<file path="config.mk">
export PLATFORM = sky130hd
export DESIGN_NAME = ddr3_latency_line
export DESIGN_NICKNAME = d
export VERILOG_FILES = /design/src/rtl/ddr3_geom_pkg.sv /design/src/rtl/ddr3_latency_line.sv
export SDC_FILE = /design/constraint.sdc
export NUM_CORES = 1
export LEC_CHECK = 0
export BUFFER_PORTS_ARGS = -buffer_cell sky130_fd_sc_hd__buf_2
export CAP_MARGIN = 20
export CORE_AREA = 2 2 39 41
export DETAILED_ROUTE_END_ITERATION = 8
export DIE_AREA = 0 0 41 43
export PLACE_DENSITY = 0.64
export SYNTH_ARGS = -nofsm -noshare
export SYNTH_HDL_FRONTEND = slang
export SYNTH_SLANG_ARGS = --single-unit
</file>
<file path="constraint.sdc">
create_clock -name clk -period 0.8 [get_ports clk]
set_clock_uncertainty 0.1 [all_clocks]
set_input_delay 0.12 -clock clk [delete_from_list [all_inputs] [get_ports clk]]
set_output_delay 0.12 -clock clk [all_outputs]
set_load 0.1 [all_outputs]
</file>
<file path="src/rtl/ddr3_geom_pkg.sv">
`default_nettype none

package ddr3_geom_pkg;

	// storage geometry, much smaller than a real part
	localparam int bank_w = 3;
	localparam int row_w = 6;
	localparam int col_w = 7;
	localparam int pin_addr_w = 13;
	// column bits left once the BL8 offset is dropped
	localparam int group_w = col_w - 3;
	// beat pair index inside one burst
	localparam int pair_w = 2;

	typedef logic [bank_w-1:0] bank_t;
	typedef logic [row_w-1:0] row_t;
	typedef logic [col_w-1:0] col_t;
	typedef logic [pin_addr_w-1:0] pin_addr_t;
	typedef logic [7:0] byte_t;

	// {bank, open row, column group}
	typedef logic [bank_w+row_w+group_w-1:0] burst_addr_t;
	// {burst address, pair}, one byte per entry in each ram
	typedef logic [bank_w+row_w+group_w+pair_w-1:0] ram_addr_t;

endpackage

`default_nettype wire

</file>
<file path="src/rtl/ddr3_latency_line.sv">
`default_nettype none

module ddr3_latency_line #(
	parameter int depth = 1
) (
	input wire logic clk,
	input wire logic reset_n,
	input wire logic in_valid,
	input wire ddr3_geom_pkg::burst_addr_t in_addr,
	output logic out_valid,
	output ddr3_geom_pkg::burst_addr_t out_addr
);

	logic [depth-1:0] valid_q;
	ddr3_geom_pkg::burst_addr_t addr_q [depth];

	// one stage per cycle of latency
	always_ff @(posedge clk)
	begin
		if (!reset_n)
			valid_q <= '0;
		else
		begin
			valid_q[0] <= in_valid;
			for (int i = 1; i < depth; i++)
				valid_q[i] <= valid_q[i-1];
		end
	end

	// address rides along with its valid bit
	always_ff @(posedge clk)
	begin
		addr_q[0] <= in_addr;
		for (int i = 1; i < depth; i++)
			addr_q[i] <= addr_q[i-1];
	end

	assign out_valid = valid_q[depth-1];
	assign out_addr = addr_q[depth-1];

endmodule

`default_nettype wire

</file>
==> flow_metrics.py <==
metrics = {
    "run_status": {
        "status": "finished with violations",
        "violations": "negative hold slack, negative setup slack",
    },
    "logic_synthesis": {
        "synth_area_leaders": "dfxtp_1 98%, and2_1 2.2%",
        "synth_top_cell_by_area": "dfxtp_1",
        "synth_nets": 31,
        "ys_ff_latch": 14,
        "synth_cell_type_count": 2,
        "synth_edf_count": 0,
        "synthCells": 15,
        "yosysMostFrequentCell": "dfxtp_1",
        "syn-cell-area_um2": 287,
        "synth_commonest_cells": "14 x dfxtp_1, 1 x and2_1",
        "synth_area_per_cell_um2": 19.1,
        "async_reset_ff_share_pct": 0,
        "synth_flop_cell": "dfxtp_1",
        "ys_seq_area_share_pct": 97.8,
        "synth.top_cell.area_share_pct": 97.8,
        "yosys_warnings": 0,
    },
    "power": {
        "power_density_nw_per_um2": 1850,
        "power_mw": 1.60,
        "power_leakage_nw": 0.384,
        "ir_drop_v": 0.00113,
    },
    "critical_path": {
        "worstPathCellList": "buf_12",
        "cp_slowest_cell": "dfxtp_4",
        "cp-end-kind": "output pin",
        "worstSetupStartpointType": "register",
        "path_class": "reg2out",
        "cp_max_fo": 1,
        "crit_arrival_ns": 0.78,
        "cp_top_family": "flip-flops",
        "crit_buf_inv": 1,
        "crit_required_ns": 0.58,
        "max_stage_delay_ns": 0.35,
    },
    "drt": {
        "drc": 0,
        "drt-total-wl_um": 663,
        "via_per_inst": 3.36,
        "wl_per_cell_um": 8.72,
        "drtIter0Drc": 1,
        "via_count": 255,
        "route.antenna.remaining_nets": 0,
        "drt-pass1-iter-count": 2,
    },
    "clock_network": {
        "cts_sinks": 14,
        "cts_tree": "yes",
        "ctsHoldBuffers": 13,
        "cts_root_buffer": "clkbuf_4",
        "clock_path_buffers": 2,
        "clk_pin_slew_ns": 0.07,
        "h-tree-depth": 1,
        "cts-resized-gates": 0,
        "cts_made_buffers": 3,
    },
    "cells_and_area": {
        "fill_cells": 104,
        "drive_gt1_share_pct": 76.7,
        "syn_to_final_growth_pct": 203,
        "nNetsFinal": 78,
        "antennaDiodeCount": 0,
    },
    "floorplanning": {
        "boundaryPins": 30,
        "die-area_um2": 1760,
        "row_count": 14,
        "die_h_um": 43,
        "dieWidth_um": 41,
        "start_util_pct": 20.7,
        "core_area_um2": 1380,
    },
    "global_route": {
        "grt_start_max_net_pins": 8,
        "grt_pass1_wl_um": 1040,
        "grt_pass1_vias": 249,
        "grt_util_all_layers_pct": 9.11,
        "gr-total-overflow": 0,
        "antenna_found_initial": 0,
    },
    "timing": {
        "hold_viol": 1,
        "rsz0062_at_grt": "yes",
        "finalMaxSlewViolations": 0,
        "fin_tns_setup_ns": -2.70,
        "max_slew.worst_pin.slew_ns": 0.0633,
        "worst_slack_ns": -0.196,
        "fin_crit_sh_pct": 125,
        "hold_ws_ns": -0.0371,
        "period_minus_slack_ns": 0.996,
        "max_freq_mhz": 1000,
        "setup_viol": 14,
        "maxSlewHeadroom_pct": 95.8,
    },
    "placed_design": {
        "io_buffers": 29,
        "post-place-ws_ns": 0.0806,
        "gp_congestion": 0.515,
    },
    "job": {
        "cap_violations": 0,
    },
    "min_path": {
        "min_path_type": "in2reg",
    },
}
metrics by stage:
step,hold slack (ns),area [um^2],util (%),cells
2_1_floorplan,0.0477,339,-,15
3_3_place_gp,0.122,714,51.6,60
3_5_place_dp,0.123,714,51.6,60
4_1_cts,-0.0428,867,62.7,76
5_1_grt,-0.0422,867,62.7,76
6_report,-0.0371,867,62.7,76
flip-flops by register name, indices dropped and copies added, names as in the netlist:
name	cells
out_valid	1
addr_q	13
per-layer routing:
layer / wire (um) / share of wire [%] / track usage [%]
met5: 0 / 0 / 0
met4: 0 / 0 / 2.00
met3: 74 / 11 / 5.24
met2: 342 / 52 / 15.9
met1: 246 / 37 / 8.58
worst paths after layout:
kind	start	to	slack (ns)	cells past startpoint
worst min-delay path	in_valid	out_valid$_SDFF_PN0_	-0.04	2
worst max-delay path	addr_q[0][3]$_DFF_P_	out_addr[3]	-0.20	1
logic make-up (layout without fill, tap and decap cells):
family | Yosys count | after routing | synth area share [%]
DFF | 14 | 14 | 97.8
and+or+nand+nor | 1 | 1 | 2.18
buffers and inverters | 0 | 45 | 0
layout make-up:
cell class,count,area [um^2],area share [%]
sequential,14,333,38.4
multi-input combinational,1,6.26,0.722
timing repair buffer,42,485,56.0
tap,16,20.0,2.31
clock buffer,3,22.5,2.60
power by group:
| part | internal [mW] | switching (mW) |
|---|---|---|
| clock network | 0.173 | 0.173 |
| registers | 0.715 | 0.0292 |
| logic | 0.208 | 0.303 |
| total | 1.10 | 0.505 |
what timing repair did:
action | CTS | global route
endpoints found under the setup margin | 14 | 14
pin swaps | 0 | 0
hold endpoints to repair | 14 | 1
setup buffers | 0 | 0
cells in the final DEF (no fill, tap or decap):
master,netlist,layout
buf_2,0,15
dfxtp_4,0,14
buf_12,0,14
and2_1,1,1
clkbuf_4,0,3
dlygate4sd3_1,0,13
Power figures use the tool's default switching activity.
