## config.mk

```make
export PLATFORM = sky130hd
export DESIGN_NAME = ddr3_ddr_capture
export DESIGN_NICKNAME = d
export VERILOG_FILES = /design/src/rtl/ddr3_geom_pkg.sv /design/src/rtl/ddr3_ddr_capture.sv
export SDC_FILE = /design/constraint.sdc
export NUM_CORES = 1
export LEC_CHECK = 0
export BUFFER_PORTS_ARGS = -buffer_cell sky130_fd_sc_hd__buf_4
export CAP_MARGIN = 40
export CORE_MARGIN = 8
export CORE_UTILIZATION = 39
export CTS_BUF_LIST = sky130_fd_sc_hd__clkbuf_16
export CTS_CLUSTER_DIAMETER = 200
export CTS_CLUSTER_SIZE = 28
export DETAILED_ROUTE_END_ITERATION = 12
export PLACE_DENSITY = 0.81
export SLEW_MARGIN = 20
export SYNTH_ARGS = -nofsm -noshare
export SYNTH_HDL_FRONTEND = slang
export SYNTH_SLANG_ARGS = --single-unit
```

## constraint.sdc

```tcl
create_clock -name clk -period 0.8 [get_ports clk]
set_clock_uncertainty 0.05 [all_clocks]
set_input_delay 0.08 -clock clk [delete_from_list [all_inputs] [get_ports clk]]
set_output_delay 0.08 -clock clk [all_outputs]
set_load 0.01 [all_outputs]
```

## src/rtl/ddr3_geom_pkg.sv

```systemverilog
`default_nettype none

package ddr3_geom_pkg;

	// storage geometry, much smaller than a real part
	localparam int bank_w = 3;
	localparam int row_w = 6;
	localparam int col_w = 7;
	localparam int pin_addr_w = 13;
	// column bits left once the BL8 offset is dropped
	localparam int group_w = col_w - 3;
	// beat pair index inside one burst
	localparam int pair_w = 2;

	typedef logic [bank_w-1:0] bank_t;
	typedef logic [row_w-1:0] row_t;
	typedef logic [col_w-1:0] col_t;
	typedef logic [pin_addr_w-1:0] pin_addr_t;
	typedef logic [7:0] byte_t;

	// {bank, open row, column group}
	typedef logic [bank_w+row_w+group_w-1:0] burst_addr_t;
	// {burst address, pair}, one byte per entry in each ram
	typedef logic [bank_w+row_w+group_w+pair_w-1:0] ram_addr_t;

endpackage

`default_nettype wire

```

## src/rtl/ddr3_ddr_capture.sv

```systemverilog
`default_nettype none

module ddr3_ddr_capture (
	input wire logic clk,
	input wire logic reset_n,
	input wire ddr3_geom_pkg::byte_t dq_in,
	input wire logic dm,
	output ddr3_geom_pkg::byte_t even_byte,
	output ddr3_geom_pkg::byte_t odd_byte,
	output logic even_mask,
	output logic odd_mask
);

	ddr3_geom_pkg::byte_t rise_byte;
	ddr3_geom_pkg::byte_t fall_byte;
	logic rise_mask;
	logic fall_mask;

	// masks come out of reset high, nothing gets written
	always_ff @(posedge clk)
	begin
		if (!reset_n)
		begin
			rise_mask <= 1'b1;
			even_mask <= 1'b1;
			odd_mask <= 1'b1;
		end
		else
		begin
			rise_mask <= dm;
			// fall sample is from the half cycle after rise_mask
			even_mask <= rise_mask;
			odd_mask <= fall_mask;
		end
	end

	// odd beat, middle of the cycle
	always_ff @(negedge clk)
	begin
		if (!reset_n)
			fall_mask <= 1'b1;
		else
			fall_mask <= dm;
	end

	always_ff @(negedge clk)
	begin
		fall_byte <= dq_in;
	end

	// even beat, then both realigned to the rising edge
	always_ff @(posedge clk)
	begin
		rise_byte <= dq_in;
		even_byte <= rise_byte;
		odd_byte <= fall_byte;
	end

endmodule

`default_nettype wire

```

==> summary.md <==
| Metric | Value |
|---|---|
| Outcome | `finished, violations left` |
| Failing checks | `negative setup slack` |
| CP endpoint kind | `register` |
| Initial detailed-routing violation count | `1` |
| Critical Path Start Type | `register` |
| Final cell count without fillers | `118` |
| Worst reg2reg setup slack | `-230 ps` |
| Clk buf depth | `2` |
| Placer Congestion | `just over 0.6` |
| Worst R2R Path Depth | `1` |
| Buffers on Ports | `28` |
| Sink Count | `36` |
| Critical Path RT | `910 ps` |
| Synth warn | `0` |
| # IOs | `29` |
| Hold Slack | `28.30 ps` |
| CP Max Fanout | `1` |
| Post-Place Cells | `94` |
| Post-Syn Instances | `40` |
| Share of layout cells above drive strength 1 | `between 50% and 60%` |
| Synthesized area per cell | `18.58 um2` |
| Synthesized area | `743.2 um2` |
| Number of synthesized flops with an enable pin | `0` |
| FILL cells | `between 100 and 150` |
| Ys async rst share | `0%` |
| First-pass GRT wire length | `a little under 2000 um` |
| Post-synthesis sequential area ratio | `96.97%` |
| Hold Path End | `even_mask$_SDFF_PN1_` |
| Cell depth of the worst min-delay path | `3` |
| Synthesized flop and latch total | `36` |
| Count of final setup violators | `27` |
| FF-to-FF End | `odd_mask$_SDFF_PN1_` |
| CTS Root Cell | `clkbuf_16` |
| Syn nets | `slightly above 50` |
| HP Class | `in2reg` |
| GRT Total Usage | `under 10%` |
| Crit Path Category | `reg2reg` |
| Area Growth Syn to Fin | `79.12%` |
| Leading post-synthesis cells by cell area | `dfxtp_1 (97%), nand2b_1 (2.5%), inv_1 (0.51%)` |
| Util after Layout | `between 70 and 80%` |
| Buffers and inverters on the worst path | `0` |
| Crit path max-delay family | `flip-flops` |
| Count leader, synth | `dfxtp_1` |
| Final Worst Setup Slack | `-225.4 ps` |
| Worst-skew pair later-pin latency | `340 ps` |
| Main flop type after synthesis | `dfxtp_1` |
| Peak VDD IR | `between 2000 and 2500 uV` |
| First drt pass iteration count | `2` |
| Reg-to-reg startpoint | `fall_mask$_DFF_N_` |
| Clk slew on worst S/H paths | `approximately 50 ps` |
| Worst path arrival time | `~1100 ps` |
| Fin. max-slew vios | `0` |
| Hold Startpoint | `reset_n` |
| Antenna viol nets, final | `0` |
| Actual slew at the worst max-slew pin | `roughly 66 ps` |
| Rows | `15` |
| Drc violations | `0` |
| Sequence of cells on the critical path | `nand2b_1` |
| Post-synth top area share | `between 90% and 100%` |
| Die Ht | `roughly 60 um` |
| Final WL | `1338 um` |
| Antenna violations before repair | `0` |
| RSZ-0062 raised after global routing | `yes` |
| Grt total ovfl | `0` |
| Most frequent cells after synthesis | `dfxtp_1 (36), nand2b_1 (3), inv_1 (1)` |
| Largest net degree at the start of global routing | `11` |
| Die area | `approximately 3600 um2` |
| Worst stage delay on the critical path | `~280 ps` |
| Synth cell types | `3` |
| Power density over the cells | `2998 nW/um2` |
| CTS tree | `done` |
| H-tree level count | `2` |
| Core region area | `approximately 1800 um2` |
| Vias in the first global route | `449` |
| Relative slew slack | `95.60%` |
| Drt wl/cell | `approximately 11 um` |
| Most area-hungry cell type in the Yosys netlist | `dfxtp_1` |
| Leakage | `0.6265 nW` |
| TritonCTS buffer count | `5` |
| Via density per instance | `3.746` |
| Via Count | `~440` |
| Die Width | `just under 60 um` |
| Starting Density | `approximately 42%` |
| Diode count | `0` |
| Max-Cap Viols | `0` |
| Final Hold Fails | `0` |
| Nets | `between 100 and 150` |
| Slowest cell on crit path | `dfxtp_1` |
## final cells by class
| type | count | area, um2 | area share, % |
|---|---|---|---|
| Clock buffer | 5 | 125.1 | 9.398 |
| Sequential cell | 36 | 739.5 | 55.54 |
| Tap cell | 25 | 31.28 | 2.350 |
| Multi-Input combinational cell | 3 | 18.77 | 1.410 |
| Clock inverter | 11 | 41.29 | 3.101 |
| Timing Repair Buffer | 38 | 375.4 | 28.20 |
## cell usage in the layout, fill, tap and decap left out
cell type / Yosys / layout
dfxtp_1: 36 / 21
buf_6: 0 / 18
dfxtp_2: 0 / 15
inv_1: 1 / 11
buf_4: 0 / 11
dlygate4sd3_1: 0 / 9
clkbuf_16: 0 / 5
nand2b_1: 3 / 3
## per-layer routing
| layer | part of all wire (%) | vias up | track usage [%] | wire length [um] |
|---|---|---|---|---|
| met3 | 13 | 0 | 6.852 | 180 |
| li1 | - | 225 | - | - |
| met1 | 34 | 196 | 5.668 | 455 |
| met5 | 0 | - | 0 | 0 |
| met2 | 52 | 21 | 14.15 | 702 |
| met4 | 0 | 0 | 6.122 | 0 |
## power breakdown
part / switching, W / total, W / internal, W
Sequential: 0.0000313 / 0.00194 / 0.00190
Clock: 0.000678 / 0.00185 / 0.00117
Combinational: 0.0000627 / 0.000210 / 0.000148
## cell families after synthesis
family / Yosys count / synth area share (%)
simple gates: 3 / 2.526
buf+inv: 1 / 0.5046
flops: 36 / 96.97
## flip-flops by register name, summed over array words and instances, names as in the netlist
register / flops
fall_mask: 1
rise_byte: 8
odd_mask: 1
odd_byte: 8
even_byte: 8
rise_mask: 1
fall_byte: 8
even_mask: 1
## metrics by stage
stage,power (W),setup TNS (ps),area [um2],setup WS (ps)
finish,0.003992,-1351,1331,-225.4
global route,0.004160,-1817,1331,-255.0
CTS,0.004026,-1491,1328,-228.5
detailed placement,0.002176,-558.8,992.2,-161.6
global placement,0.002168,-499.6,992.2,-154.8
floorplan,0.002052,-391.3,743.2,-151.2
## worst max-delay path by stage
stage                            startpoint                   to  slack, ps  cells past startpoint
final                     fall_mask$_DFF_N_  odd_mask$_SDFF_PN1_       -230                      1
after global routing      fall_mask$_DFF_N_  odd_mask$_SDFF_PN1_       -260                      1
after CTS                 fall_mask$_DFF_N_  odd_mask$_SDFF_PN1_       -230                      1
after detailed placement  fall_mask$_DFF_N_  odd_mask$_SDFF_PN1_       -160                      1
after global placement    fall_mask$_DFF_N_  odd_mask$_SDFF_PN1_       -150                      1
after floorplan           fall_mask$_DFF_N_  odd_mask$_SDFF_PN1_       -150                      1
## what timing repair did
action,CTS,global route
buffers inserted,0,0
cloned,0,0
hold buffers,9,0
hold endpoints to repair,9,0
setup endpoints to repair,27,27
gates resized for setup,30,3
Note: power is estimated with default switching activity, not from simulation.
