File: src/rtl/ddr3_geom_pkg.sv
`default_nettype none

package ddr3_geom_pkg;

	// storage geometry, much smaller than a real part
	localparam int bank_w = 3;
	localparam int row_w = 6;
	localparam int col_w = 7;
	localparam int pin_addr_w = 13;
	// column bits left once the BL8 offset is dropped
	localparam int group_w = col_w - 3;
	// beat pair index inside one burst
	localparam int pair_w = 2;

	typedef logic [bank_w-1:0] bank_t;
	typedef logic [row_w-1:0] row_t;
	typedef logic [col_w-1:0] col_t;
	typedef logic [pin_addr_w-1:0] pin_addr_t;
	typedef logic [7:0] byte_t;

	// {bank, open row, column group}
	typedef logic [bank_w+row_w+group_w-1:0] burst_addr_t;
	// {burst address, pair}, one byte per entry in each ram
	typedef logic [bank_w+row_w+group_w+pair_w-1:0] ram_addr_t;

endpackage

`default_nettype wire

File: src/rtl/ddr3_proto_pkg.sv
`default_nettype none

package ddr3_proto_pkg;

	// code is {cs_n, ras_n, cas_n, we_n}
	// precharge, refresh, mrs, zqc and deselect are not listed
	typedef enum logic [3:0] {
		cmd_activate = 4'b0011,
		cmd_write    = 4'b0100,
		cmd_read     = 4'b0101,
		cmd_nop      = 4'b0111
	} cmd_e;

	// AL, CL and CWL as programmed in the mode registers
	localparam int additive_latency = 3;
	localparam int cas_latency = 5;
	localparam int cas_write_latency = 5;

	// RL = AL + CL, WL = AL + CWL
	localparam int read_latency = additive_latency + cas_latency;
	localparam int write_latency = additive_latency + cas_write_latency;

	// fixed BL8, two beats per clock
	localparam int burst_beats = 8;
	localparam int burst_pairs = burst_beats / 2;

	// rising sample to registered beat pair
	localparam int capture_delay = 1;

	// tCCD, column command to column command
	localparam int min_cmd_gap = 4;

endpackage

`default_nettype wire

File: src/rtl/ddr3_write_burst.sv
`default_nettype none

module ddr3_write_burst (
	input wire logic clk,
	input wire logic reset_n,
	input wire logic start,
	input wire ddr3_geom_pkg::burst_addr_t start_addr,
	input wire logic even_mask,
	input wire logic odd_mask,
	output ddr3_geom_pkg::ram_addr_t wr_addr,
	output logic even_we,
	output logic odd_we
);

	typedef enum logic {
		idle,
		burst
	} state_e;

	state_e state;
	logic [ddr3_geom_pkg::pair_w-1:0] pair;
	ddr3_geom_pkg::burst_addr_t held_addr;
	logic active;

	// pair 0 is the start cycle, pairs 1..3 follow in burst
	assign active = start || (state == burst);
	assign wr_addr = (state == idle) ? {start_addr, {ddr3_geom_pkg::pair_w{1'b0}}}
		: {held_addr, pair};

	// dm high keeps the stored byte
	assign even_we = active && !even_mask;
	assign odd_we = active && !odd_mask;

	always_ff @(posedge clk)
	begin
		if (!reset_n)
		begin
			state <= idle;
			pair <= '0;
		end
		else
		begin
			case (state)
				idle:
					if (start)
					begin
						state <= burst;
						pair <= 1'b1;
					end
				burst:
					// back to idle after pair 3, next start may follow at once
					if (pair == ddr3_proto_pkg::burst_pairs - 1)
					begin
						state <= idle;
						pair <= '0;
					end
					else
						pair <= pair + 1'b1;
				default: state <= idle;
			endcase
		end
	end

	// held for pairs 1..3
	always_ff @(posedge clk)
	begin
		if (state == idle && start)
			held_addr <= start_addr;
	end

	// write commands never overlap, a new burst only follows pair 3
	a_wr_start: assert property (@(posedge clk) disable iff (!reset_n)
		start |-> state == idle);

endmodule

`default_nettype wire

File: config.mk
export PLATFORM = sky130hd
export DESIGN_NAME = ddr3_write_burst
export DESIGN_NICKNAME = d
export VERILOG_FILES = /design/src/rtl/ddr3_geom_pkg.sv /design/src/rtl/ddr3_proto_pkg.sv /design/src/rtl/ddr3_write_burst.sv
export SDC_FILE = /design/constraint.sdc
export NUM_CORES = 1
export LEC_CHECK = 0
export ABC_AREA = 1
export BUFFER_PORTS_ARGS = -buffer_cell sky130_fd_sc_hd__buf_2
export CAP_MARGIN = 20
export CORE_UTILIZATION = 39
export DETAILED_ROUTE_END_ITERATION = 12
export MAX_ROUTING_LAYER = met4
export PLACE_DENSITY = 0.72
export SETUP_SLACK_MARGIN = 0.4
export SYNTH_ARGS = -nofsm -noshare
export SYNTH_HDL_FRONTEND = slang
export SYNTH_SLANG_ARGS = --single-unit
File: constraint.sdc
create_clock -name clk -period 1.4 [get_ports clk]
set_input_delay 0.28 -clock clk [delete_from_list [all_inputs] [get_ports clk]]
set_output_delay 0.28 -clock clk [all_outputs]
set_load 0.03 [all_outputs]
==> results.ini <==
[clock_tree]
h-tree-depth=1
clk_latency_ns=0.29
cts.sinks=16
root_buffer=clkbuf_4
numCtsBuffers=3
clkSlewWorstSetupHoldPaths_ns=0.10
cts_tree=yes
clock_path_buffers=2

[placed_design]
gp_congestion=0.6635
dp.cells=136
numPortBuffers=34
dpl-instance-area_sq_um=1096
post-dp-hpwl_mm=1.004

[setup_path]
max_stage_delay_ns=0.41
worst-path-max-fanout=13
r2r_start=state$_SDFF_PN0_
start_kind=flop
rrSetupSlack_ns=0.29
critPathSlowestCell=dfxtp_4
cp_num_buf_inv=2
timing.rr.end=held_addr[7]$_DFFE_PP_
cp.required_ns=1.12
worstSetupPathType=reg -> out
arrival_ns=1.15
r2r_cells=3
crit_chain=buf_12 > nand2_1 > o21ai_4 > buf_6
cp_top_family=flip-flops
endpoint_kind=output port

[outcome]
status=finished, violations left
violations=setup timing

[cells_and_area]
final_common_cell=buf_6
diodes=0
fillers=118
final_cells=144
drive_gt1_frac=0.5966
nNetsFinal=139
areaGrowthSynthToFinish_pct=80.89
final_cell_mix=19 x buf_6, 17 x buf_2, 15 x inv_1
design_area_sq_um=1326

[synthesis]
syn_area_per_cell_sq_um=9.400
ys_seq_elements=16
yosys.area.top_type=edfxtp_1
synth_top_area_frac=0.5324
synth_nets=97
seq_area_frac_synth=0.6143
syn-cell-area_sq_um=733.2
synth_area_leaders=edfxtp_1 53%, nand2_1 9.7%, o21ai_0 9.6%, inv_1 8.7%, dfxtp_1 8.2%
synth_cell_types=12
netlist_instances=78
yosys_warnings=0

[sta]
max_slew.worst_pin.slew_ns=0.1464
fin_ws_ns=-0.03467
drv_slew=0
period_share=1.025
timing.fmax_mhz=697.0
rsz0062_at_grt=yes
finalSetupViolCount=15
slew_headroom=0.9018
min_period_ns=1.435
fin_skew_ns=0.001234
hold_viol_final=0

[die]
io_pins=35
dieArea_sq_um=2058
start_util=0.4201
die_w_um=45.36
num_rows=15
coreArea_sq_um=1745
dieHeight_um=45.36

[grt]
globalRouteOverflowTotal=0
grt_first_pass_wirelength_mm=2.608
grt_pass1_vias=601
grt_max_degree=14
grt_usage=0.1875
antenna_found_initial=0

[routing]
vias_per_cell=4.556
first_pass_iters=3
postRouteAntennaNets=0
drtIter0Drc=8
detail_route.wl_per_cell_um=11.31
totalWireLength_mm=1.628
vias=656
drcViolationCount=0

[worst_hold_path]
hp-start=start_addr[10]
whs_endpoint=held_addr[10]$_DFFE_PP_
hp-class=in -> reg
min_path_cells=1

[pwr]
vdd_ir_drop_max_mv=0.5453
pwr-share-clk=0.244
pwr-share-seq=0.437
p_sw_uw=394.4
leakage_uw=0.0005906
p_int_uw=888.5
combPwrFrac=0.319
switching_share=0.3074
cellPowerDensity_nw_per_um2=967.2

[flow_run]
cap_violations=0

==> power groups by stage <==
stage	combinational, uW	clock, uW	sequential (uW)
2_1_floorplan	243	0	568
3_3_place_gp	311	0	566
3_5_place_dp	315	0	568
4_1_cts	408	321	560
5_1_grt	434	337	564
6_report	409	313	560
==> worst max-delay path by stage <==
stage	start	to	slack, ns	cells after the start
2_1_floorplan	state$_SDFF_PN0_	held_addr[0]$_DFFE_PP_	0.34	2
3_3_place_gp	state$_SDFF_PN0_	even_we	0.19	4
3_5_place_dp	state$_SDFF_PN0_	even_we	0.16	4
4_1_cts	state$_SDFF_PN0_	wr_addr[11]	-0.04	4
5_1_grt	state$_SDFF_PN0_	wr_addr[11]	-0.08	4
6_report	state$_SDFF_PN0_	wr_addr[11]	-0.03	4
==> metrics by stage <==
stage | TNS [ns] | hold WS, ns | worst slack, ns | power [uW] | util
6_report | -0.2719 | 0.1757 | -0.03467 | 1283 | 0.7599
3_3_place_gp | 0 | 0.4729 | 0.1889 | 877.1 | 0.6280
5_1_grt | -1.038 | 0.1623 | -0.08075 | 1335 | 0.7599
2_1_floorplan | 0 | 0.3789 | 0.3433 | 810.4 | -
3_5_place_dp | 0 | 0.4720 | 0.1587 | 882.9 | 0.6280
4_1_cts | -0.3800 | 0.1687 | -0.03937 | 1290 | 0.7599
==> sequential cells by signal, indices dropped and copies added (netlist names) <==
signal and flops:
held_addr 13, pair 2, state 1
==> synthesized netlist by cell type <==
| cell | instances |
|---|---|
| a21oi_2 | 1 |
| nor2_1 | 5 |
| a21oi_1 | 1 |
| inv_1 | 17 |
| ha_1 | 1 |
| buf_4 | 2 |
| nand2_1 | 19 |
| buf_6 | 1 |
| nand2_2 | 1 |
| edfxtp_1 | 13 |
| dfxtp_1 | 3 |
| o21ai_0 | 14 |
==> final cells by class <==
| cell class | instances | area [sq um] | area share |
|---|---|---|---|
| inverter | 17 | 63.81 | 0.04811 |
| tap | 25 | 31.28 | 0.02358 |
| multi-input combinational | 42 | 371.6 | 0.2802 |
| timing repair buffer | 40 | 369.1 | 0.2783 |
| clock buffer | 4 | 36.28 | 0.02736 |
| sequential | 16 | 454.2 | 0.3425 |
==> layer usage <==
layer | vias up | track usage | routed length (um)
li1 | 333 | - | -
met4 | 0 | 0.07273 | 19
met1 | 301 | 0.2194 | 712
met2 | 20 | 0.3130 | 821
met3 | 2 | 0.04000 | 75
met5 | - | - | 0
==> logic make-up after synthesis <==
| group | count (synthesis) | share of synthesized area |
|---|---|---|
| compound gates | 16 | 0.1143 |
| fa+ha+maj | 1 | 0.01706 |
| buf+inv | 20 | 0.1229 |
| flops | 16 | 0.6143 |
| simple gates | 25 | 0.1314 |
==> what timing repair did <==
item,CTS,global route
setup buffers,3,0
cloned,1,0
hold buffers,0,0
setup endpoints to repair,31,33
pin swaps,2,1
resized for setup,47,1
(Power assumes the default switching activity.)
