===== config.mk =====
export PLATFORM = sky130hd
export DESIGN_NAME = ddr3_cmd_decode
export DESIGN_NICKNAME = d
export VERILOG_FILES = /design/src/rtl/ddr3_geom_pkg.sv /design/src/rtl/ddr3_proto_pkg.sv /design/src/rtl/ddr3_cmd_decode.sv
export SDC_FILE = /design/constraint.sdc
export NUM_CORES = 1
export LEC_CHECK = 0
export BUFFER_PORTS_ARGS = -buffer_cell sky130_fd_sc_hd__buf_4
export CORE_MARGIN = 4
export CORE_UTILIZATION = 56
export CTS_CLUSTER_SIZE = 25
export DETAILED_ROUTE_END_ITERATION = 7
export HOLD_SLACK_MARGIN = 0.12
export PLACE_DENSITY = 0.74
export SYNTH_ARGS = -nofsm -noshare
export SYNTH_HDL_FRONTEND = slang
export SYNTH_SLANG_ARGS = --single-unit

===== constraint.sdc =====
create_clock -name clk -period 3.15 [get_ports clk]
set_input_delay 0.315 -clock clk [delete_from_list [all_inputs] [get_ports clk]]
set_output_delay 0.315 -clock clk [all_outputs]
set_load 0.02 [all_outputs]

===== src/rtl/ddr3_geom_pkg.sv =====
`default_nettype none

package ddr3_geom_pkg;

	// storage geometry, much smaller than a real part
	localparam int bank_w = 3;
	localparam int row_w = 6;
	localparam int col_w = 7;
	localparam int pin_addr_w = 13;
	// column bits left once the BL8 offset is dropped
	localparam int group_w = col_w - 3;
	// beat pair index inside one burst
	localparam int pair_w = 2;

	typedef logic [bank_w-1:0] bank_t;
	typedef logic [row_w-1:0] row_t;
	typedef logic [col_w-1:0] col_t;
	typedef logic [pin_addr_w-1:0] pin_addr_t;
	typedef logic [7:0] byte_t;

	// {bank, open row, column group}
	typedef logic [bank_w+row_w+group_w-1:0] burst_addr_t;
	// {burst address, pair}, one byte per entry in each ram
	typedef logic [bank_w+row_w+group_w+pair_w-1:0] ram_addr_t;

endpackage

`default_nettype wire


===== src/rtl/ddr3_proto_pkg.sv =====
`default_nettype none

package ddr3_proto_pkg;

	// code is {cs_n, ras_n, cas_n, we_n}
	// precharge, refresh, mrs, zqc and deselect are not listed
	typedef enum logic [3:0] {
		cmd_activate = 4'b0011,
		cmd_write    = 4'b0100,
		cmd_read     = 4'b0101,
		cmd_nop      = 4'b0111
	} cmd_e;

	// AL, CL and CWL as programmed in the mode registers
	localparam int additive_latency = 3;
	localparam int cas_latency = 5;
	localparam int cas_write_latency = 5;

	// RL = AL + CL, WL = AL + CWL
	localparam int read_latency = additive_latency + cas_latency;
	localparam int write_latency = additive_latency + cas_write_latency;

	// fixed BL8, two beats per clock
	localparam int burst_beats = 8;
	localparam int burst_pairs = burst_beats / 2;

	// rising sample to registered beat pair
	localparam int capture_delay = 1;

	// tCCD, column command to column command
	localparam int min_cmd_gap = 4;

endpackage

`default_nettype wire


===== src/rtl/ddr3_cmd_decode.sv =====
`default_nettype none

module ddr3_cmd_decode (
	input wire logic clk,
	input wire logic reset_n,
	input wire logic cs_n,
	input wire logic ras_n,
	input wire logic cas_n,
	input wire logic we_n,
	input wire ddr3_geom_pkg::bank_t ba,
	input wire ddr3_geom_pkg::pin_addr_t a,
	output logic rd_valid,
	output logic wr_valid,
	output ddr3_geom_pkg::burst_addr_t cmd_addr
);

	ddr3_proto_pkg::cmd_e cmd;
	ddr3_geom_pkg::row_t open_row [2**ddr3_geom_pkg::bank_w];
	ddr3_geom_pkg::row_t row_pin;
	logic [ddr3_geom_pkg::group_w-1:0] col_group;

	// pin code at this edge
	assign cmd = ddr3_proto_pkg::cmd_e'({cs_n, ras_n, cas_n, we_n});
	// low pins only, upper row bits ignored
	assign row_pin = a[ddr3_geom_pkg::row_w-1:0];
	// bits below the burst length select the beat, not the group
	assign col_group = a[ddr3_geom_pkg::col_w-1:$clog2(ddr3_proto_pkg::burst_beats)];

	// open row per bank and the column command pulses
	always_ff @(posedge clk)
	begin
		if (!reset_n)
		begin
			rd_valid <= 1'b0;
			wr_valid <= 1'b0;
			for (int i = 0; i < 2**ddr3_geom_pkg::bank_w; i++)
				open_row[i] <= '0;
		end
		else
		begin
			rd_valid <= 1'b0;
			wr_valid <= 1'b0;
			case (cmd)
				ddr3_proto_pkg::cmd_activate: open_row[ba] <= row_pin;
				ddr3_proto_pkg::cmd_read: rd_valid <= 1'b1;
				ddr3_proto_pkg::cmd_write: wr_valid <= 1'b1;
				ddr3_proto_pkg::cmd_nop: ;
				// other codes are ignored
				default: ;
			endcase
		end
	end

	// burst address, taken from the bank's open row
	always_ff @(posedge clk)
	begin
		if (cmd == ddr3_proto_pkg::cmd_read || cmd == ddr3_proto_pkg::cmd_write)
			cmd_addr <= {ba, open_row[ba], col_group};
	end

	// both burst sequencers rely on this spacing
	a_cmd_gap: assert property (@(posedge clk) disable iff (!reset_n)
		(rd_valid || wr_valid) |=>
			(!(rd_valid || wr_valid)) [*ddr3_proto_pkg::min_cmd_gap-1]);

endmodule

`default_nettype wire


==> impl_metrics.py <==
metrics = {
    "sta": {
        "whs_ps": 147.7,
        "fmax_mhz": 514.5,
        "slew_viol_final": 0,
        "worst_pin_slew_ps": 1061,
        "min_period_ps": 1944,
        "fin_ws_ps": 1206,
        "rsz0062_at_grt": "false",
        "final_hold_viol_count": 0,
        "finalSetupViolations": 0,
        "fin_skew_ps": 6.303,
        "finalSetupTns_ps": 0,
        "maxSlewHeadroom_pct": 28.94,
        "period_share_pct": 61.71,
    },
    "setup_path": {
        "crit_chain": "buf_4 > nor2b_1 > nand2_1 > o21ai_0",
        "critPathMaxStageDelay_ps": 830,
        "critPathArrivalTime_ps": 1900,
        "crit_type": "input pin to register",
        "slowest_stage": "o21ai_0",
        "worstPathMaxFanout": 22,
        "worstPathRequired_ps": 3110,
        "crit_family": "compound AO/OA/AOI/OAI gates",
        "critPathBufInv": 1,
        "endpoint_kind": "register",
        "worstSetupStartpointType": "input pin",
    },
    "cts": {
        "cts_buffers": 9,
        "cts_resized": 0,
        "post_cts_buffers": 0,
        "cts_tree": "built",
        "cts_hold_buf": 0,
        "htree_levels": 3,
        "clockBufferDepth": 2,
        "cts.clk_slew.worst_paths_ps": 60,
        "clock_latency_ps": 330,
        "cts_root_buf": "clkbuf_8",
        "cts_num_sinks": 63,
    },
    "final_layout": {
        "n_antenna_cell": 0,
        "syn_to_final_growth_pct": 19.76,
        "utilization_pct": 70.83,
        "drive_gt1_share_pct": 26.85,
        "nNetsFinal": 233,
    },
    "grt": {
        "grt_max_degree": 24,
        "grt_remaining_overflow": 0,
        "grt_pass1_vias": 1574,
        "antenna_found_initial": 0,
        "grt_pass1_wl_um": 8017,
        "track_usage_pct": 18.57,
    },
    "synthesis": {
        "ys_types": 26,
        "synth_ff_type": "edfxtp_1",
        "netlist_instances": 175,
        "synthTopCellsByCount": "61 x edfxtp_1, 50 x nor2_1, 8 x mux4_1",
        "yosys_warnings": 0,
        "synth-edff-count": 61,
        "syn_nets": 197,
        "ys_seq_area_share_pct": 70.73,
        "async_flop_share_pct": 0,
        "synth_top_area_share_pct": 69.22,
        "netlist_area_sq_mm": 0.002646,
        "yosysMostFrequentCell": "edfxtp_1",
        "ys_ff_latch": 63,
        "yosysTopAreaCell": "edfxtp_1",
        "avgSynthCellArea_sq_um": 15.12,
        "synth.area.top_cells": "edfxtp_1 69%, mux4_1 7.9%, nor2_1 7.1%",
    },
    "power_and_ir_drop": {
        "p_sw_share_pct": 18.91,
        "intPower_mw": 1.568,
        "combPwrFrac_pct": 6.7,
        "cellLeakagePower_nw": 1.104,
        "seqPwrFrac_pct": 50.2,
        "p_switching_uw": 365.7,
        "power_density_mw_per_mm2": 610.1,
        "vdd_ir_drop_max_mv": 0.4490,
        "pwr-share-clk_pct": 43.1,
    },
    "route": {
        "drt-met1-wl_um": 1948,
        "drc": 0,
        "vias": 1568,
        "detail_route.wl_per_cell_um": 18.74,
        "wl_met3_um": 305,
        "drtIter0Drc": 171,
        "wirelength_um": 5021,
        "avgViaCountPerCell": 5.851,
        "met2_length_um": 2690,
        "ant_nets": 0,
        "firstDrtPassIters": 5,
        "top_layer": "met4",
    },
    "outcome": {
        "status": "finished, final reports clean",
    },
    "floorplanning": {
        "io_pins": 37,
        "die_w_um": 76.74,
        "die_h_um": 76.74,
        "core-area_sq_mm": 0.004474,
        "fp.dieArea_sq_mm": 0.005889,
        "num_rows": 24,
        "start_util_pct": 59.14,
    },
    "placement": {
        "port_buffers": 30,
        "hpwl_um": 3502,
        "globalplace.congestion": 0.8043,
        "pre_cts_ws_ps": 900.2,
    },
    "hold_path": {
        "hold_class": "input pin to register",
    },
    "flow_run": {
        "maxCapViolations": 0,
    },
}
-- cells in the final DEF (no fill, tap or decap), types with 3 or more instances in the layout --
cell and instances:
nand3_1 7, mux4_1 8, nand2_1 4, buf_4 35, bufinv_16 3, mux2_2 7, edfxtp_1 61, clkbuf_1 3
clkbuf_8 10, o21ai_0 6, nor2_1 50
-- power groups by stage --
stage	clock [mW]	sequential (mW)	combinational, mW
3_5_place_dp	0	0.989	0.129
6_report	0.834	0.970	0.129
4_1_cts	0.839	0.971	0.130
2_1_floorplan	0	0.992	0.0719
3_3_place_gp	0	0.986	0.125
5_1_grt	0.880	0.974	0.139
-- area by class of cell --
| class | count | area, sq um |
|---|---|---|
| clock buffer | 13 | 148.9 |
| sequential | 63 | 1872 |
| timing repair buffer | 35 | 262.8 |
| clock inverter | 3 | 90.09 |
| inverter | 1 | 3.754 |
| tap | 52 | 65.06 |
| fill | 294 | 1305 |
| multi-input combinational | 101 | 726.9 |
-- sequential cells by signal, indices dropped and copies added, names as in the netlist --
signal,count
rd_valid,1
cmd_addr,13
open_row,48
wr_valid,1
-- through the flow --
step | area, sq um | cells | power [mW]
2_1_floorplan | 2646 | 175 | 1.064
3_3_place_gp | 2930 | 252 | 1.111
3_5_place_dp | 2930 | 252 | 1.118
4_1_cts | 3169 | 268 | 1.940
5_1_grt | 3169 | 268 | 1.993
6_report | 3169 | 268 | 1.934
-- path summary, 6_finish.rpt --
check / from / to / slack (ps) / cells past startpoint
setup / recovery: ba[2] / open_row[6][2]$_SDFFCE_PN0P_ / 1210 / 4
setup reg to reg: open_row[4][3]$_SDFFCE_PN0P_ / cmd_addr[7]$_DFFE_PP_ / 1680 / 2
hold reg to reg: open_row[4][1]$_SDFFCE_PN0P_ / cmd_addr[5]$_DFFE_PP_ / 630 / 2
hold / removal: we_n / wr_valid$_SDFF_PN0_ / 150 / 2
-- cell families (layout without fill, tap and decap cells) --
logic type / after synthesis / in the layout / synth area share, %
AO/OA/AOI/OAI: 12 / 12 / 2.601
buffers and inverters: 11 / 52 / 1.985
flip-flops: 63 / 63 / 70.73
multiplexers: 17 / 17 / 12.62
AND/OR/NAND/NOR: 72 / 72 / 12.06
-- routing by layer --
layer	GRT usage (%)	up-vias
li1	-	732
met2	31.79	52
met1	22.00	774
met5	0	-
met4	7.609	0
met3	5.269	10
Power figures use the tool's default switching activity.
