[src/rtl/ddr3_geom_pkg.sv]
`default_nettype none

package ddr3_geom_pkg;

	// storage geometry, much smaller than a real part
	localparam int bank_w = 3;
	localparam int row_w = 6;
	localparam int col_w = 7;
	localparam int pin_addr_w = 13;
	// column bits left once the BL8 offset is dropped
	localparam int group_w = col_w - 3;
	// beat pair index inside one burst
	localparam int pair_w = 2;

	typedef logic [bank_w-1:0] bank_t;
	typedef logic [row_w-1:0] row_t;
	typedef logic [col_w-1:0] col_t;
	typedef logic [pin_addr_w-1:0] pin_addr_t;
	typedef logic [7:0] byte_t;

	// {bank, open row, column group}
	typedef logic [bank_w+row_w+group_w-1:0] burst_addr_t;
	// {burst address, pair}, one byte per entry in each ram
	typedef logic [bank_w+row_w+group_w+pair_w-1:0] ram_addr_t;

endpackage

`default_nettype wire

[src/rtl/ddr3_proto_pkg.sv]
`default_nettype none

package ddr3_proto_pkg;

	// code is {cs_n, ras_n, cas_n, we_n}
	// precharge, refresh, mrs, zqc and deselect are not listed
	typedef enum logic [3:0] {
		cmd_activate = 4'b0011,
		cmd_write    = 4'b0100,
		cmd_read     = 4'b0101,
		cmd_nop      = 4'b0111
	} cmd_e;

	// AL, CL and CWL as programmed in the mode registers
	localparam int additive_latency = 3;
	localparam int cas_latency = 5;
	localparam int cas_write_latency = 5;

	// RL = AL + CL, WL = AL + CWL
	localparam int read_latency = additive_latency + cas_latency;
	localparam int write_latency = additive_latency + cas_write_latency;

	// fixed BL8, two beats per clock
	localparam int burst_beats = 8;
	localparam int burst_pairs = burst_beats / 2;

	// rising sample to registered beat pair
	localparam int capture_delay = 1;

	// tCCD, column command to column command
	localparam int min_cmd_gap = 4;

endpackage

`default_nettype wire

[src/rtl/ddr3_read_burst.sv]
`default_nettype none

module ddr3_read_burst (
	input wire logic clk,
	input wire logic reset_n,
	input wire logic start,
	input wire ddr3_geom_pkg::burst_addr_t start_addr,
	input wire ddr3_geom_pkg::byte_t even_byte,
	input wire ddr3_geom_pkg::byte_t odd_byte,
	output ddr3_geom_pkg::ram_addr_t rd_addr,
	output ddr3_geom_pkg::byte_t dq_out,
	output logic dq_oe,
	output logic dqs_en
);

	typedef enum logic {
		idle,
		burst
	} state_e;

	state_e state;
	logic [ddr3_geom_pkg::pair_w-1:0] pair;
	ddr3_geom_pkg::burst_addr_t held_addr;
	logic active;

	// address phase, pair 0 straight from start_addr
	assign active = start || (state == burst);
	assign rd_addr = (state == idle) ? {start_addr, {ddr3_geom_pkg::pair_w{1'b0}}}
		: {held_addr, pair};

	always_ff @(posedge clk)
	begin
		if (!reset_n)
		begin
			state <= idle;
			pair <= '0;
		end
		else
		begin
			case (state)
				idle:
					if (start)
					begin
						state <= burst;
						pair <= 1'b1;
					end
				burst:
					// seamless read lands in the idle cycle right after pair 3
					if (pair == ddr3_proto_pkg::burst_pairs - 1)
					begin
						state <= idle;
						pair <= '0;
					end
					else
						pair <= pair + 1'b1;
				default: state <= idle;
			endcase
		end
	end

	always_ff @(posedge clk)
	begin
		if (state == idle && start)
			held_addr <= start_addr;
	end

	// ram output is one cycle behind its address
	always_ff @(posedge clk)
	begin
		if (!reset_n)
			dq_oe <= 1'b0;
		else
			dq_oe <= active;
	end

	// address cycle doubles as the strobe preamble
	assign dqs_en = active || dq_oe;

	// even beat in the high phase, odd beat in the low phase
	assign dq_out = clk ? even_byte : odd_byte;

	// read bursts never overlap, a seamless start follows pair 3
	a_rd_start: assert property (@(posedge clk) disable iff (!reset_n)
		start |-> state == idle);

endmodule

`default_nettype wire

[config.mk]
export PLATFORM = sky130hd
export DESIGN_NAME = ddr3_read_burst
export DESIGN_NICKNAME = d
export VERILOG_FILES = /design/src/rtl/ddr3_geom_pkg.sv /design/src/rtl/ddr3_proto_pkg.sv /design/src/rtl/ddr3_read_burst.sv
export SDC_FILE = /design/constraint.sdc
export NUM_CORES = 1
export LEC_CHECK = 0
export ABC_AREA = 1
export BUFFER_PORTS_ARGS = -buffer_cell sky130_fd_sc_hd__buf_4
export CAP_MARGIN = 20
export CORE_MARGIN = 3
export CORE_UTILIZATION = 40
export DETAILED_ROUTE_END_ITERATION = 10
export GPL_ROUTABILITY_DRIVEN = 0
export PLACE_DENSITY_LB_ADDON = 0.12
export SKIP_LAST_GASP = 1
export SYNTH_ARGS = -nofsm -noshare
export SYNTH_HDL_FRONTEND = slang
export SYNTH_SLANG_ARGS = --single-unit
export TNS_END_PERCENT = 10
[constraint.sdc]
create_clock -name clk -period 2.02 [get_ports clk]
set_clock_uncertainty 0.05 [all_clocks]
set_input_delay 0.202 -clock clk [delete_from_list [all_inputs] [get_ports clk]]
set_output_delay 0.202 -clock clk [all_outputs]
set_load 0.01 [all_outputs]
==> results of run 1 <==
worst max-delay path: stages:
cell	delay, ns
clkbuf_4	0.12
clkbuf_4	0.14
clkbuf_8	0.13
o21ai_0	0.18
buf_4	0.16
worst paths after layout:
check | start | to | slack (ns)
setup / recovery | clk | dq_out[0] | 0.02
hold / removal | start | dq_oe | 0.01
setup reg to reg | state | held_addr[4] | 0.56
hold reg to reg | pair[1] | pair[1] | 0.45
registers in the layout (all words and copies together), names as in the netlist:
signal and count:
state 1, pair 2, dq_oe 1, held_addr 13
per-stage QoR:
step                      cell area [um^2]  std cells
after floorplan                        853        106
after global placement                1280        186
after detailed placement              1280        186
after CTS                             1530        212
after global routing                  1530        212
final                                 1530        212
placed cells by master, fill, tap and decap left out:
master | synthesis | final
clkbuf_4 | 0 | 7
buf_4 | 1 | 57
nand3_1 | 1 | 1
ha_1 | 1 | 1
o21ai_1 | 0 | 1
a21oi_1 | 1 | 1
o21ai_0 | 8 | 7
dfxtp_1 | 4 | 4
inv_1 | 13 | 13
clkbuf_1 | 0 | 2
or2_1 | 1 | 1
nand2_1 | 52 | 52
inv_2 | 1 | 1
nor2_2 | 1 | 1
nor2_1 | 5 | 5
clkbuf_8 | 0 | 4
edfxtp_1 | 13 | 13
nand2_2 | 1 | 1
dlygate4sd3_1 | 0 | 13
what timing repair did:
item                                   4_1_cts  5_1_grt
endpoints found under the hold margin       13        0
setup endpoints to repair                    0        4
resized for setup                            0        1
hold buffers                                13        0
logic make-up (layout without fill, tap and decap cells):
kind of cell	count (synthesis)	count (layout)	share of synthesized area
AND/OR/NAND/NOR	61	61	0.279
buffers and inverters	18	97	0.103
flip-flops	17	17	0.551
adder cells (fa/ha/maj)	1	1	0.0147
AO/OA/AOI/OAI	9	9	0.0528
layer usage:
layer | up-vias | part of all wire | global-route usage
met5 | - | 0 | 0
met4 | 0 | 0.021 | 0.179
met3 | 6 | 0.071 | 0.0769
met2 | 40 | 0.51 | 0.305
met1 | 422 | 0.40 | 0.171
li1 | 485 | - | -
power breakdown:
group	leakage [nW]	switching (mW)	internal, mW
clock network	0.131	0.403	0.543
registers	0.157	0.00697	0.400
logic	0.521	0.0841	0.107
total	0.809	0.494	1.05
layout make-up:
type,count,area [um^2]
repair buffers,62,498
flip-flops and latches,17,470
fillers,147,457
multi-input cells,71,295
clock buffers,21,175
inverters,14,52.6
well taps,27,33.8
==> run metrics, run 1 <==
Final #Nets 218; most numerous cell in the Yosys netlist nand2_1; vias in the first global route 993; die height 52.2 um; WHS 0.0114 ns; share of post-route cells with drive strength above 1 0.384; Yosys top cell by area edfxtp_1; syn avg cell area 8.05 um^2; GRT Residual Overflow 0; outcome finished clean; Starting Density 0.431; final worst slack a little over 0.02 ns; Initial DRT Pass Iterations 4; highest net fanout along the worst path 5; Hold Vio Cnt, Final 0; final setup violation count 0; RSZ-0062 raised after global routing true; Clk pin slew, worst setup/hold paths 0.10 ns; Least-Margin Pin Slew 0.944 ns; die width 52.2 um; # DRC 0; hpwl dp 1440 um; Layout Utilization 0.770; cells after synthesis 106; R2R depth 1; Total Power 1.54 mW; Post-synth EDFFs 13; initial drt markers 11; Mapped Area 853 um^2; global-route wire length before repair 3620 um; routed via count about 950; list of most frequent post-synthesis cells nand2_1, edfxtp_1, inv_1; CP Launch Type clock port; Unique masters post-synth 16; Clk Latency, worst-skew pair 0.39 ns; relative slew slack 0.369; GRT Total Usage 0.187; die area 2720 um^2; Crit. End Element output port; Crit path required time ~1.8 ns; worst min path class input pin to flop; DP Worst Slack 0.491 ns; n_diodes 0; warning count from the yosys run 0; Cell Rows 16; register area share after synthesis 0.551; TritonCTS clock tree yes; Min-Delay Path Depth 3; core footprint 1980 um^2; initial antenna violation count 0; Yosys reg bits 17; Async S/R FF share, synth 0; top_reg_cell synth edfxtp_1; crit path DAT roughly 1.8 ns; Peak VDD IR 1.08 mV; max-cap viol count 0; WS Path Type clock port to output port; fin. max-slew vios 0; largest net degree at the start of global routing 20; vias per cell 4.50; Avg WL per Cell 10.6 um; Area Growth Syn to Fin 78.7%; syn nets 139; IO Port Bufs between 50 and 60; Power Dens Cells 1010 nW/um^2; io pins 57; Post-Route WL 2240 um; final setup TNS 0 ns; static leakage 0.809 nW; post-route ant nets 0; post-synth top area share 0.457; Synth area leaders edfxtp_1, nand2_1, dfxtp_1, inv_1, o21ai_0; Post-CTS Setup Bufs 0
Power figures use the tool's default switching activity.
==> inputs of run 2 (changes only) <==
--- a/config.mk
+++ b/config.mk
@@ -12,7 +12,7 @@
 export CORE_UTILIZATION = 40
 export DETAILED_ROUTE_END_ITERATION = 10
 export GPL_ROUTABILITY_DRIVEN = 0
-export PLACE_DENSITY_LB_ADDON = 0.12
+export PLACE_DENSITY = 0.77
 export SKIP_LAST_GASP = 1
 export SYNTH_ARGS = -nofsm -noshare
 export SYNTH_HDL_FRONTEND = slang
==> run 2 against run 1 <==
Cell count grew 1.4%. Die area unchanged. Highest routed layer unchanged. Design area increased by 1.4%. Combinational power is essentially flat. Clock power up 2%. Largest cell class unchanged. Sequential share of layout area decreased by 0.42 points. Critical path depth is the same.
==> run metrics, run 2 (synthesis results as in run 1) <==
outcome finished clean; GRT Residual Overflow 0 (unchanged); vias in the first global route 1119 (+13%); CP Launch Type clock port; Met1 Wirelength 828 um (-7.2%); n_diodes 0 (unchanged); io pins 57 (unchanged); Avg WL per Cell 11.5 um (+8.9%); Layout Utilization 0.780 (+0.0107); Post-CTS Setup Bufs 0 (unchanged); IO Port Bufs 56 (unchanged); crit path DAT 1.75 ns (about the same); Max Used Layer met4; Crit-path slowest cell o21ai_0; Total Power 1.56 mW (+1.3%); final setup violation count 0 (unchanged); Least-Margin Pin Slew 0.409 ns (-0.535 ns); largest registers held_addr (13), pair (2); met3 WL 252 um (+59%); Crit path required time 1.77 ns (about the same); CP Buf/Inv Count 4 (unchanged); Final Cell Area 1550 um^2 (+1.4%); relative slew slack 0.727 (+0.359); max FFs per register 13 (unchanged); CP most frequent cell clkbuf_4; post-route ant nets 0 (unchanged); Starting Density 0.431 (unchanged); TritonCTS clock tree yes; core footprint 1980 um^2 (unchanged); hpwl dp 1540 um (+7.3%); placed cell area 1290 um^2 (+0.59%); worst min path class input pin to flop; Post-Route WL 2470 um (+10%); WS Path Type clock port to output port; Clk Latency, worst-skew pair 0.38 ns (about the same); die area 2720 um^2 (unchanged); Crit. End Element output port; met2 WL 1340 um (+18%); vias per cell 4.45 (-0.98%); fin. max-slew vios 0 (unchanged); initial antenna violation count 0 (unchanged); Critical Path, Cell by Cell clkbuf_4, clkbuf_4, clkbuf_8, o21ai_0, buf_4; # DRC 0 (unchanged); Area Growth Syn to Fin 81.2%; largest net degree at the start of global routing 14 (-30%); die width 52.2 um (unchanged); Power Dens Cells 1010 nW/um^2 (about the same); initial drt markers 13 (+2); die height 52.2 um (unchanged); RSZ-0062 raised after global routing true; highest net fanout along the worst path 5 (unchanged); Final #Nets 220 (+0.92%); max incr delay on CP 0.19 ns (about the same); Clk pin slew, worst setup/hold paths 0.09 ns (about the same); commonest non-fill, non-tap cell in the layout buf_4; most frequent cells in the layout buf_4, nand2_1, dlygate4sd3_1; Initial DRT Pass Iterations 4 (unchanged); global-route wire length before repair 4000 um (+10%); Hold Vio Cnt, Final 0 (unchanged); static leakage 0.819 nW (+1.3%); Reg with most FFs held_addr; Peak VDD IR 0.855 mV (-21%); max-cap viol count 0 (unchanged); GRT Total Usage 0.207 (+0.0201); share of post-route cells with drive strength above 1 0.383 (-0.000805); Cell Rows 16 (unchanged); kind of cell adding the most delay to the critical path buffers and inverters; routed via count 957 (+0.42%)
==> run 2: cell types whose count changed in the layout (fill, tap and decap cells not counted) <==
cell           before  now
buf_4              57   58
clkbuf_1            2    3
dlygate4sd3_1      13   14
==> run 2: power by group <==
part	internal [mW]	switching [mW]	total, mW
combinational	0.110	0.0827	0.193
clock	0.551	0.410	0.961
sequential	0.399	0.0118	0.411
==> run 2: worst paths after layout <==
check / endpoint / slack, ns / start / cells past startpoint
max: dq_out[0] / 0.02 / clk / 5
min: state / 0.01 / reset_n / 3
max reg2reg: held_addr[12] / 0.83 / state / 2
min reg2reg: pair[1] / 0.43 / pair[1] / 2
==> run 2: layout make-up <==
class	count	area [um^2]
repair buffers	64	515
flip-flops and latches	17	470
fillers	135	435
multi-input cells	71	295
clock buffers	22	179
inverters	14	52.6
well taps	27	33.8
==> run 2: layer usage <==
| metal | GRT usage | vias up |
|---|---|---|
| li1 | - | 487 |
| met5 | 0 | - |
| met1 | 0.154 | 417 |
| met3 | 0.0940 | 8 |
| met2 | 0.362 | 45 |
| met4 | 0.221 | 0 |
==> run 2: through the flow <==
stage | setup TNS (ns) | std cells | setup WS [ns] | hold slack (ns)
floorplan | 0 | 106 | 0.312 | 0.251
global placement | 0 | 187 | 0.491 | 0.341
detailed placement | 0 | 187 | 0.491 | 0.341
CTS | 0 | 215 | 0.0261 | 0.00431
global route | -0.0554 | 215 | -0.0194 | 0.000826
finish | 0 | 215 | 0.0212 | 0.0148
==> run 2: tightest hold or removal path, cell delays in order <==
cell	delay, ns
buf_4	0.12
nand2_1	0.06
nor2_1	0.03
==> run 2: what timing repair did <==
item / in CTS / in global routing
hold endpoints to repair: 14 / 0
gates resized for setup: 0 / 1
hold buffers: 14 / 0
endpoints found under the setup margin: 0 / 4
==> inputs of run 3 (changes only) <==
--- a/config.mk
+++ b/config.mk
@@ -12,6 +12,7 @@
 export CORE_UTILIZATION = 40
 export DETAILED_ROUTE_END_ITERATION = 10
 export GPL_ROUTABILITY_DRIVEN = 0
+export HOLD_SLACK_MARGIN = 0.12
 export PLACE_DENSITY = 0.77
 export SKIP_LAST_GASP = 1
 export SYNTH_ARGS = -nofsm -noshare
==> run 3 against run 2 <==
Combinational power rose by 2%. Power rose by 0.31%. Global-route usage rose by 0.48 points. Clock power barely moved. Wire length rose by 0.12%. Critical path type unchanged.
==> run metrics, run 3 (synthesis results as in run 1) <==
outcome finished clean; Clk pin slew, worst setup/hold paths 0.09 ns (about the same); max incr delay on CP 0.19 ns (about the same); Starting Density 0.431 (unchanged); n_diodes 0 (unchanged); GRT Residual Overflow 0 (unchanged); crit path DAT 1.75 ns (about the same); Crit path required time 1.77 ns (about the same); hpwl dp 1540 um (unchanged); die width 52.2 um (unchanged); GRT Total Usage 0.212 (+0.00483); Peak VDD IR 0.856 mV (about the same); Hold Vio Cnt, Final 0 (unchanged); Final Cell Area 1570 um^2 (+1.3%); IO Port Bufs 56 (unchanged); worst min path class flop to flop; initial drt markers 15 (+2); r2r setup slk 0.58 ns (-0.25 ns); Crit. End Element output port; global-route wire length before repair 4120 um (+2.9%); post-route ant nets 0 (unchanged); static leakage 0.828 nW (+1.1%); TritonCTS clock tree yes; RR Endpoint dq_oe; max-cap viol count 0 (unchanged); die area 2720 um^2 (unchanged); CP most frequent cell clkbuf_4; Post-CTS Setup Bufs 0 (unchanged); hold path start pair[1]; WHS 0.436 ns (+0.422 ns); Min-Delay Path Depth 2 (-1); placed insts 187 (unchanged); largest registers held_addr (13), pair (2); Least-Margin Pin Slew 0.406 ns (-0.00244 ns); r2r startpoint state; fin. max-slew vios 0 (unchanged); share of post-route cells with drive strength above 1 0.379 (-0.00403); CP Launch Type clock port; Post-Route WL 2480 um (+0.12%); Clk Latency, worst-skew pair 0.38 ns (about the same); core footprint 1980 um^2 (unchanged); placed cell area 1290 um^2 (unchanged); Avg WL per Cell 11.4 um (-0.80%); Worst Hold Path EP pair[1]; Reg with most FFs held_addr; vias in the first global route 1125 (+0.54%); commonest non-fill, non-tap cell in the layout buf_4; die height 52.2 um (unchanged); RSZ-0062 raised after global routing true; io pins 57 (unchanged); final setup TNS 0 ns (unchanged); # DRC 0 (unchanged); Cell Rows 16 (unchanged); Critical Path, Cell by Cell clkbuf_4, clkbuf_4, clkbuf_8, o21ai_0, buf_4; most frequent cells in the layout buf_4, nand2_1, dlygate4sd3_1; relative slew slack 0.729 (+0.00163); largest net degree at the start of global routing 14 (unchanged); highest net fanout along the worst path 5 (unchanged); routed via count 968 (+1.1%); Power Dens Cells 1000 nW/um^2 (-0.97%); initial antenna violation count 0 (unchanged); R2R depth 3 (+1); Area Growth Syn to Fin 83.6%; Initial DRT Pass Iterations 4 (unchanged); WS Path Type clock port to output port; Non-Filler Instances 217 (+0.93%); critical path startpoint clk; vias per cell 4.46 (+0.22%); Crit-path slowest cell o21ai_0; final setup violation count 0 (unchanged); Final #Nets 222 (+0.91%); max FFs per register 13 (unchanged)
==> run 3: how the worst max path moves through the flow <==
| stage | slack, ns | end |
|---|---|---|
| finish | 0.02 | dq_out[0] |
| global route | -0.02 | dq_out[7] |
| CTS | 0.03 | dq_out[7] |
| detailed placement | 0.49 | dq_out[0] |
| global placement | 0.49 | dq_out[0] |
| floorplan | 0.31 | dq_out[4] |
==> run 3: per-layer routing <==
metal  vias up  global-route usage  wire, um
li1        491                   -         -
met1       419               0.170       849
met2        47               0.356      1310
met3        11              0.0940       243
met4         0               0.230        70
met5         -                   0         0
==> run 3: repair_timing <==
action                                  CTS  global route
gates resized for setup                   0             1
hold endpoints to repair                 17             0
endpoints found under the setup margin    0             4
hold buffers                             16             0
==> run 3: through the flow <==
stage | setup slack (ns) | total power, mW | utilization
floorplan | 0.312 | 0.699 | -
global placement | 0.491 | 0.927 | 0.650
detailed placement | 0.491 | 0.931 | 0.650
CTS | 0.0261 | 1.59 | 0.790
global route | -0.0194 | 1.69 | 0.790
finish | 0.0212 | 1.57 | 0.790
==> run 3: area by class of cell <==
| type | count | area (um^2) |
|---|---|---|
| fill | 131 | 415 |
| tap | 27 | 33.8 |
| clock buffer | 22 | 179 |
| sequential | 17 | 470 |
| inverter | 14 | 52.6 |
| multi-input combinational | 71 | 295 |
| timing repair buffer | 66 | 536 |
==> run 3: worst max-delay path, delay by kind of cell <==
kind / cells / cell delay [ns]
buf+inv: 4 / 0.55
compound gates: 1 / 0.19
==> run 3: report_power, final <==
part	internal (mW)	total [mW]	switching, mW
sequential	0.399	0.411	0.0119
combinational	0.113	0.197	0.0834
clock	0.551	0.962	0.411
total	1.06	1.57	0.506
